## src/hw/axis2axi_pkg.sv

```systemverilog
package axis2axi_pkg;

   // Stream and AXI data word
   typedef logic [31:0] axi_data_t;

   // AXI burst length field, beats minus one
   typedef logic [7:0] axi_len_t;

   // Fixed-function AXI write address fields
   typedef logic [2:0] axi_size_t;
   typedef logic [1:0] axi_burst_t;

   // Write engine states
   typedef enum logic [1:0] {
      WAIT_DATA      = 2'd0,
      START_TRANSFER = 2'd1,
      TRANSFER       = 2'd2,
      WAIT_BRESP     = 2'd3
   } engine_state_t;

   // Every beat moves one full 32-bit word
   localparam int AXI_BYTES_PER_BEAT = 4;

   // Bursts may not cross this address boundary
   localparam int AXI_BOUNDARY = 4096;

   localparam axi_size_t  AXI_SIZE_WORD  = 3'd2;
   localparam axi_burst_t AXI_BURST_INCR = 2'b01;

endpackage
```

## src/hw/axis2axi_mem_if.sv

```systemverilog
`timescale 1ns/1ps

interface axis2axi_mem_if
   import axis2axi_pkg::*;
#(
   parameter int ADDR_W = 4
) ();

   // Write port
   logic              w_en;
   logic [ADDR_W-1:0] w_addr;
   axi_data_t         w_data;

   // Read port, data is registered in the RAM
   logic              r_en;
   logic [ADDR_W-1:0] r_addr;
   axi_data_t         r_data;

   modport fifo (output w_en, w_addr, w_data, r_en, r_addr, input r_data);

   modport ram (input w_en, w_addr, w_data, r_en, r_addr, output r_data);

endinterface

```

## src/hw/axis2axi_top.sv

```systemverilog
`timescale 1ns/1ps

module axis2axi_top
   import axis2axi_pkg::*;
#(
   parameter int AXI_ADDR_W = 32,
   parameter int BURST_W    = 3
) (
   input  logic                          clk_i,
   input  logic                          rst_i,

   // Configuration channel
   input  logic [AXI_ADDR_W-1:0]         cfg_addr_i,
   input  logic                          cfg_valid_i,
   output logic                          cfg_ready_o,

   // Input stream
   input  axi_data_t                     axis_data_i,
   input  logic                          axis_valid_i,
   output logic                          axis_ready_o,

   // AXI write master
   output logic [AXI_ADDR_W-1:0]         axi_awaddr_o,
   output axi_len_t                      axi_awlen_o,
   output axi_size_t                     axi_awsize_o,
   output axi_burst_t                    axi_awburst_o,
   output logic                          axi_awvalid_o,
   input  logic                          axi_awready_i,
   output axi_data_t                     axi_wdata_o,
   output logic [AXI_BYTES_PER_BEAT-1:0] axi_wstrb_o,
   output logic                          axi_wlast_o,
   output logic                          axi_wvalid_o,
   input  logic                          axi_wready_i,
   input  logic                          axi_bvalid_i,
   output logic                          axi_bready_o
);

   // Buffer holds two full bursts
   localparam int FIFO_ADDR_W = BURST_W + 1;

   logic                 fifo_w_en;
   logic                 fifo_full;
   logic                 fifo_empty;
   logic                 fifo_r_en;
   axi_data_t            fifo_data;
   logic [FIFO_ADDR_W:0] fifo_level;

   axis2axi_mem_if #(.ADDR_W(FIFO_ADDR_W)) u_mem_if ();

   // Stream handshake
   assign axis_ready_o = !fifo_full;
   assign fifo_w_en    = axis_valid_i && axis_ready_o;

   axis2axi_in #(
      .AXI_ADDR_W (AXI_ADDR_W),
      .BURST_W    (BURST_W)
   ) u_axis2axi_in (
      .clk_i         (clk_i),
      .rst_i         (rst_i),
      .cfg_addr_i    (cfg_addr_i),
      .cfg_valid_i   (cfg_valid_i),
      .cfg_ready_o   (cfg_ready_o),
      .axis_valid_i  (axis_valid_i),
      .fifo_level_i  (fifo_level),
      .fifo_empty_i  (fifo_empty),
      .fifo_data_i   (fifo_data),
      .fifo_r_en_o   (fifo_r_en),
      .axi_awaddr_o  (axi_awaddr_o),
      .axi_awlen_o   (axi_awlen_o),
      .axi_awsize_o  (axi_awsize_o),
      .axi_awburst_o (axi_awburst_o),
      .axi_awvalid_o (axi_awvalid_o),
      .axi_awready_i (axi_awready_i),
      .axi_wdata_o   (axi_wdata_o),
      .axi_wstrb_o   (axi_wstrb_o),
      .axi_wlast_o   (axi_wlast_o),
      .axi_wvalid_o  (axi_wvalid_o),
      .axi_wready_i  (axi_wready_i),
      .axi_bvalid_i  (axi_bvalid_i),
      .axi_bready_o  (axi_bready_o)
   );

   axis2axi_fifo #(
      .ADDR_W (FIFO_ADDR_W)
   ) u_axis2axi_fifo (
      .clk_i     (clk_i),
      .rst_i     (rst_i),
      .w_en_i    (fifo_w_en),
      .w_data_i  (axis_data_i),
      .w_full_o  (fifo_full),
      .r_en_i    (fifo_r_en),
      .r_data_o  (fifo_data),
      .r_empty_o (fifo_empty),
      .level_o   (fifo_level),
      .mem       (u_mem_if.fifo)
   );

   axis2axi_buffer_ram #(
      .ADDR_W (FIFO_ADDR_W)
   ) u_axis2axi_buffer_ram (
      .clk_i (clk_i),
      .mem   (u_mem_if.ram)
   );

endmodule

```

## src/hw/axis2axi_in.sv

```systemverilog
`timescale 1ns/1ps

module axis2axi_in
   import axis2axi_pkg::*;
#(
   parameter int AXI_ADDR_W = 32,
   parameter int BURST_W    = 3
) (
   input  logic                          clk_i,
   input  logic                          rst_i,

   // Configuration channel
   input  logic [AXI_ADDR_W-1:0]         cfg_addr_i,
   input  logic                          cfg_valid_i,
   output logic                          cfg_ready_o,

   // Stream status and FIFO read side
   input  logic                          axis_valid_i,
   input  logic [BURST_W+1:0]            fifo_level_i,
   input  logic                          fifo_empty_i,
   input  axi_data_t                     fifo_data_i,
   output logic                          fifo_r_en_o,

   // AXI write address channel
   output logic [AXI_ADDR_W-1:0]         axi_awaddr_o,
   output axi_len_t                      axi_awlen_o,
   output axi_size_t                     axi_awsize_o,
   output axi_burst_t                    axi_awburst_o,
   output logic                          axi_awvalid_o,
   input  logic                          axi_awready_i,

   // AXI write data channel
   output axi_data_t                     axi_wdata_o,
   output logic [AXI_BYTES_PER_BEAT-1:0] axi_wstrb_o,
   output logic                          axi_wlast_o,
   output logic                          axi_wvalid_o,
   input  logic                          axi_wready_i,

   // AXI write response channel
   input  logic                          axi_bvalid_i,
   output logic                          axi_bready_o
);

   localparam int BURST_SIZE = 2 ** BURST_W;
   localparam int BEAT_W     = $clog2(AXI_BYTES_PER_BEAT);
   localparam int PAGE_W     = $clog2(AXI_BOUNDARY);

   // Beats in one 4 KB page
   localparam logic [PAGE_W:0] PAGE_BEATS = (PAGE_W + 1)'(AXI_BOUNDARY / AXI_BYTES_PER_BEAT);

   engine_state_t state_q;
   engine_state_t state_d;

   logic [AXI_ADDR_W-1:0] addr_q;
   axi_len_t              awlen_q;
   axi_len_t              beat_cnt_q;

   logic normal_burst;
   logic last_burst;
   logic start_transfer;
   logic beat_done;
   logic read_next;

   logic [BURST_W:0]      avail_words;
   logic [BURST_W:0]      burst_size;
   logic [PAGE_W:0]       page_offset;
   logic [PAGE_W:0]       page_beats_left;
   logic [AXI_ADDR_W-1:0] burst_bytes;

   // Burst start conditions
   assign normal_burst   = (fifo_level_i >= BURST_SIZE);
   assign last_burst     = (fifo_level_i != '0) && (fifo_level_i < BURST_SIZE) && !axis_valid_i;
   assign start_transfer = (state_q == WAIT_DATA) && (normal_burst || last_burst);

   // Burst sizing, limited by the words at hand and the distance to the page end
   always_comb begin
      avail_words = normal_burst ? BURST_SIZE[BURST_W:0] : fifo_level_i[BURST_W:0];

      // Word offset inside the current page
      page_offset = '0;
      page_offset[PAGE_W-BEAT_W-1:0] = addr_q[PAGE_W-1:BEAT_W];
      page_beats_left = PAGE_BEATS - page_offset;

      burst_size = avail_words;
      if ((PAGE_W + 1)'(avail_words) > page_beats_left) begin
         burst_size = page_beats_left[BURST_W:0];
      end
   end

   // Bytes covered by the burst in flight
   assign burst_bytes = (AXI_ADDR_W'(awlen_q) + AXI_ADDR_W'(1)) << BEAT_W;

   // Data handshake
   assign beat_done = axi_wvalid_o && axi_wready_i;

   // The start read primes r_data, each accepted beat but the last fetches the next word
   assign read_next   = beat_done && !axi_wlast_o;
   assign fifo_r_en_o = start_transfer || read_next;

   // Next state
   always_comb begin
      state_d = state_q;
      case (state_q)
         WAIT_DATA: begin
            if (start_transfer) begin
               state_d = START_TRANSFER;
            end
         end
         START_TRANSFER: begin
            if (axi_awready_i) begin
               state_d = TRANSFER;
            end
         end
         TRANSFER: begin
            if (beat_done && axi_wlast_o) begin
               state_d = WAIT_BRESP;
            end
         end
         WAIT_BRESP: begin
            // Response code is not inspected
            if (axi_bvalid_i) begin
               state_d = WAIT_DATA;
            end
         end
         default: state_d = WAIT_DATA;
      endcase
   end

   always_ff @(posedge clk_i) begin
      if (rst_i) begin
         state_q    <= WAIT_DATA;
         addr_q     <= '0;
         awlen_q    <= '0;
         beat_cnt_q <= '0;
      end else begin
         state_q <= state_d;

         // Length is fixed for the whole burst
         if (start_transfer) begin
            awlen_q <= axi_len_t'(burst_size) - axi_len_t'(1);
         end

         if (state_q == WAIT_DATA) begin
            beat_cnt_q <= '0;
         end else if (beat_done) begin
            beat_cnt_q <= beat_cnt_q + 1'b1;
         end

         // New base from software, otherwise step past the finished burst
         if (cfg_valid_i && cfg_ready_o) begin
            addr_q <= cfg_addr_i;
         end else if (beat_done && axi_wlast_o) begin
            addr_q <= addr_q + burst_bytes;
         end
      end
   end

   // Configuration only while idle with nothing buffered
   assign cfg_ready_o = fifo_empty_i && (state_q == WAIT_DATA);

   // Address channel
   assign axi_awaddr_o  = addr_q;
   assign axi_awlen_o   = awlen_q;
   assign axi_awsize_o  = AXI_SIZE_WORD;
   assign axi_awburst_o = AXI_BURST_INCR;
   assign axi_awvalid_o = (state_q == START_TRANSFER);

   // Data channel, the FIFO always holds the whole burst
   assign axi_wdata_o  = fifo_data_i;
   assign axi_wstrb_o  = '1;
   assign axi_wvalid_o = (state_q == TRANSFER);
   assign axi_wlast_o  = (state_q == TRANSFER) && (beat_cnt_q == awlen_q);

   // Responses are always accepted
   assign axi_bready_o = 1'b1;

endmodule

```

## src/hw/axis2axi_fifo.sv

```systemverilog
`timescale 1ns/1ps

module axis2axi_fifo
   import axis2axi_pkg::*;
#(
   parameter int ADDR_W = 4
) (
   input  logic            clk_i,
   input  logic            rst_i,

   // Write side
   input  logic            w_en_i,
   input  axi_data_t       w_data_i,
   output logic            w_full_o,

   // Read side
   input  logic            r_en_i,
   output axi_data_t       r_data_o,
   output logic            r_empty_o,

   // Number of words held
   output logic [ADDR_W:0] level_o,

   // Storage
   axis2axi_mem_if.fifo    mem
);

   // Full level is 2^ADDR_W, one past the largest pointer value
   localparam logic [ADDR_W:0] DEPTH = {1'b1, {ADDR_W{1'b0}}};

   logic [ADDR_W-1:0] w_ptr_q;
   logic [ADDR_W-1:0] r_ptr_q;
   logic [ADDR_W:0]   level_q;

   logic w_ok;
   logic r_ok;

   assign w_full_o  = (level_q == DEPTH);
   assign r_empty_o = (level_q == '0);

   // Requests that would overflow or underflow are dropped
   assign w_ok = w_en_i && !w_full_o;
   assign r_ok = r_en_i && !r_empty_o;

   always_ff @(posedge clk_i) begin
      if (rst_i) begin
         w_ptr_q <= '0;
         r_ptr_q <= '0;
         level_q <= '0;
      end else begin
         if (w_ok) begin
            w_ptr_q <= w_ptr_q + 1'b1;
         end
         if (r_ok) begin
            r_ptr_q <= r_ptr_q + 1'b1;
         end
         // Simultaneous push and pop leave the level unchanged
         case ({w_ok, r_ok})
            2'b10:   level_q <= level_q + 1'b1;
            2'b01:   level_q <= level_q - 1'b1;
            default: level_q <= level_q;
         endcase
      end
   end

   // RAM port drive
   assign mem.w_en   = w_ok;
   assign mem.w_addr = w_ptr_q;
   assign mem.w_data = w_data_i;
   assign mem.r_en   = r_ok;
   assign mem.r_addr = r_ptr_q;

   // Read data arrives one cycle after r_en
   assign r_data_o = mem.r_data;
   assign level_o  = level_q;

endmodule

```

## src/hw/axis2axi_buffer_ram.sv

```systemverilog
`timescale 1ns/1ps

module axis2axi_buffer_ram
   import axis2axi_pkg::*;
#(
   parameter int ADDR_W = 4
) (
   input logic           clk_i,
   axis2axi_mem_if.ram   mem
);

   localparam int DEPTH = 2 ** ADDR_W;

   axi_data_t mem_array [DEPTH];

   // Write port
   always_ff @(posedge clk_i) begin
      if (mem.w_en) begin
         mem_array[mem.w_addr] <= mem.w_data;
      end
   end

   // Read port, output holds its value while r_en is low
   always_ff @(posedge clk_i) begin
      if (mem.r_en) begin
         mem.r_data <= mem_array[mem.r_addr];
      end
   end

endmodule

```

## config.mk

```make
export PLATFORM = sky130hd
export DESIGN_NAME = axis2axi_top
export DESIGN_NICKNAME = d
export VERILOG_FILES = /design/src/hw/axis2axi_pkg.sv /design/src/hw/axis2axi_mem_if.sv /design/src/hw/axis2axi_top.sv /design/src/hw/axis2axi_in.sv /design/src/hw/axis2axi_fifo.sv /design/src/hw/axis2axi_buffer_ram.sv
export SDC_FILE = /design/constraint.sdc
export NUM_CORES = 1
export LEC_CHECK = 0
export BUFFER_PORTS_ARGS = -buffer_cell sky130_fd_sc_hd__clkbuf_2
export CORE_ASPECT_RATIO = 0.7
export CORE_UTILIZATION = 40
export DETAILED_ROUTE_END_ITERATION = 7
export GPL_TIMING_DRIVEN = 0
export SYNTH_ARGS = -nofsm -noshare
export SYNTH_HDL_FRONTEND = slang
export SYNTH_HIERARCHICAL = 1
export SYNTH_SLANG_ARGS = --single-unit
export TNS_END_PERCENT = 5
```

## constraint.sdc

```tcl
create_clock -name clk_i -period 5.1 [get_ports clk_i]
set_input_delay 1.02 -clock clk_i [delete_from_list [all_inputs] [get_ports clk_i]]
set_output_delay 1.02 -clock clk_i [all_outputs]
set_load 0.005 [all_outputs]
```

==> flow_summary.json <==
{
  "port_buffers": 115,
  "critPathMaxFanout": 11,
  "post_cts_resized": 0,
  "fp.dieW_um": 301.6,
  "total_power_w": 0.01348,
  "synth_top_area_frac": 0.6500,
  "synth_enable_flop_cells": 544,
  "grt_pass1_vias": 13375,
  "hold_viol": 0,
  "grt_pass1_wl_um": 84750,
  "place_hpwl_um": 38200,
  "rsz0062_at_grt": "false",
  "preCtsSetupSlack_ps": 984.9,
  "htree_levels": 2,
  "fin_ws_ps": 1359,
  "max_freq_mhz": 267.3,
  "syn_area_mm2": 0.02513,
  "synth_top_area_cell": "edfxtp_1",
  "core-area_mm2": 0.06181,
  "endpoint_kind": "flip-flop",
  "ant_nets": 0,
  "async_flop_share": 0,
  "ys_seq_area_frac": 0.6978,
  "synth_common_cells": "544 x edfxtp_1, 128 x mux4_2, 121 x buf_4",
  "critical_path_class": "reg -> reg",
  "syn_to_final_growth_pct": 15.85,
  "numCtsBuffers": 57,
  "die_height_um": 211.7,
  "routabilityCongestion": 0.8613,
  "drt_wl_total_um": 57610,
  "path_delay_family": "simple AND/OR/NAND/NOR gates",
  "maxSlewViolCount": 0,
  "critPathMaxStageDelay_ps": 590,
  "gr-total-overflow": 0,
  "ys_seq_elements": 604,
  "hp-class": "reg -> reg",
  "cts_setup_buffers": 0,
  "nets": 1757,
  "synth_most_common_cell": "edfxtp_1",
  "cts_root_buf": "clkbuf_16",
  "insertion_delay_ps": 630,
  "leakage_nw": 9.697,
  "grt_usage": 0.1811,
  "postCtsHoldBufs": 0,
  "vias": 13613,
  "yosysWarnings": 6,
  "initial_utilization": 0.4066,
  "finalCritPeriodShare": 0.7334,
  "crit_chain": "or4_1 > o22ai_2 > and3_1 > o21ai_1 > o21ai_4 > inv_2 > ha_1 > fa_1 > nand3_1 > a21oi_1 > or4_1 > a21oi_1",
  "synthFlopType": "edfxtp_1",
  "critPathSlowestCell": "or4_1",
  "drv_cap": 0,
  "wl_per_cell_um": 22.89,
  "fin_worst_skew_ps": 15.26,
  "peakVddDrop_uv": 262.5,
  "relSlewSlack": 0.2724,
  "cp.required_ps": 5650,
  "p_per_area_mw_per_mm2": 463.0,
  "violations": "design-rule violations",
  "synth_area_leaders": "edfxtp_1 65%, mux4_2 11%, dfxtp_1 4.8%",
  "drc": 8,
  "tightest_slew_ps": 1086,
  "post-route-min-period_ps": 3741,
  "num_rows": 76,
  "die_area_mm2": 0.06385,
  "drive_above_1_share": 0.3076,
  "clkSinkCount": 604,
  "setup_violations": 0,
  "antenna_found_initial": 3,
  "arrival_ps": 4290,
  "status": "complete, but fails checks",
  "cts_tree": "built",
  "drt_iter0_markers": 1384,
  "grt_max_degree": 24,
  "worst-path-buf-inv": 1,
  "avgSynthCellArea_um2": 17.39,
  "firstDrtPassIters": 8,
  "synthDistinctLibCells": 73,
  "io_pins": 158,
  "clockBufferDepth": 3,
  "avgViaCountPerCell": 5.408,
  "worstSetupStartpointType": "flip-flop",
  "netlist_instances": 1445,
  "clk_pin_slew_ps": 60,
  "holdWs_ps": 464.1
}
[per-layer routing]
layer / vias to the layer above / GRT usage / wire (um)
li1: 6076 / - / -
met1: 6987 / 0.2689 / 26560
met2: 483 / 0.2733 / 25950
met3: 63 / 0.03623 / 4132
met4: 4 / 0.04441 / 940
met5: - / 0 / 23
[power breakdown]
part           switching (W)  internal [W]  leakage [nW]  total (W)
combinational        0.00174       0.00163          3.44    0.00337
sequential          0.000298       0.00578          5.41    0.00608
clock                0.00184       0.00220         0.850    0.00403
[tightest hold or removal path, stage by stage (launching register included)]
cell and delay, ps:
dfxtp_1 310, nand2_1 50, a21oi_1 50
[cell usage in the layout, fill, tap and decap left out, types with 8 or more instances in the layout]
cell | Yosys | routed
edfxtp_1 | 544 | 544
mux4_2 | 128 | 128
buf_4 | 121 | 121
clkbuf_2 | 0 | 115
nand2_1 | 66 | 66
a22oi_1 | 64 | 64
dfxtp_1 | 60 | 60
clkbuf_16 | 0 | 57
clkbuf_1 | 38 | 50
nor2_1 | 62 | 50
a21oi_1 | 34 | 34
ha_1 | 28 | 28
xnor2_1 | 25 | 25
inv_1 | 23 | 22
buf_6 | 3 | 18
nand3_1 | 18 | 18
a211oi_1 | 18 | 18
and3_1 | 17 | 17
xor2_1 | 15 | 15
mux2i_1 | 14 | 14
nor3_1 | 17 | 13
nor2_4 | 0 | 12
o21ai_0 | 10 | 10
nand4_1 | 10 | 10
conb_1 | 2 | 10
clkinv_2 | 0 | 9
buf_1 | 9 | 9
nor4_1 | 9 | 9
o21ai_1 | 9 | 9
clkinv_1 | 0 | 8
and2_1 | 8 | 8
buf_12 | 0 | 8
[path summary, 6_finish.rpt]
check | from | end | slack, ps | cells past startpoint
setup reg to reg | u_axis2axi_in/axi_awlen_o[4] | u_axis2axi_fifo/level_o[4] | 1360 | 12
hold / removal | u_axis2axi_in/axi_awaddr_o[1] | u_axis2axi_in/axi_awaddr_o[1] | 460 | 2
hold reg to reg | u_axis2axi_in/axi_awaddr_o[1] | u_axis2axi_in/axi_awaddr_o[1] | 460 | 2
setup / recovery | u_axis2axi_in/axi_awlen_o[4] | u_axis2axi_fifo/level_o[4] | 1360 | 12
[cells by family after synthesis]
group	Yosys count	share of synthesized area
AND/OR/NAND/NOR	243	0.04988
AO/OA/AOI/OAI	183	0.05272
flip-flops	604	0.6978
XOR/XNOR	40	0.01394
adder cells (fa/ha/maj)	30	0.01553
multiplexers	143	0.1207
buffers and inverters	200	0.04909
other	2	0.0002988
[area by class of cell]
type	instances	area [um^2]
Buffer	176	1144
Timing Repair Buffer	144	1057
Fill cell	5297	32690
Inverter	24	90.09
Clock buffer	71	1499
Multi-Input combinational cell	649	6501
Clock inverter	29	260.3
Tap cell	819	1025
Antenna cell	1	2.502
Sequential cell	604	17540
[stage by stage]
step	utilization	area, um^2	cells	setup TNS (ps)
2_1_floorplan	-	25160	1453	0
3_3_place_gp	0.4330	26760	2387	-527120
3_5_place_dp	0.4426	27350	2416	0
4_1_cts	0.4710	29110	2516	0
5_1_grt	0.4711	29120	2517	0
6_report	0.4711	29120	2517	0
[sequential cells by signal, summed over array words and instances (netlist names)]
register	flops
u_axis2axi_buffer_ram/mem.r_data	32
u_axis2axi_in/state_q	2
u_axis2axi_buffer_ram/mem_array	512
u_axis2axi_fifo/mem.w_addr	4
u_axis2axi_in/axi_awaddr_o	32
u_axis2axi_in/axi_awlen_o	5
u_axis2axi_in/beat_cnt_q	8
u_axis2axi_fifo/mem.r_addr	4
u_axis2axi_fifo/level_o	5
No activity file was read; power rests on OpenSTA's default activity.
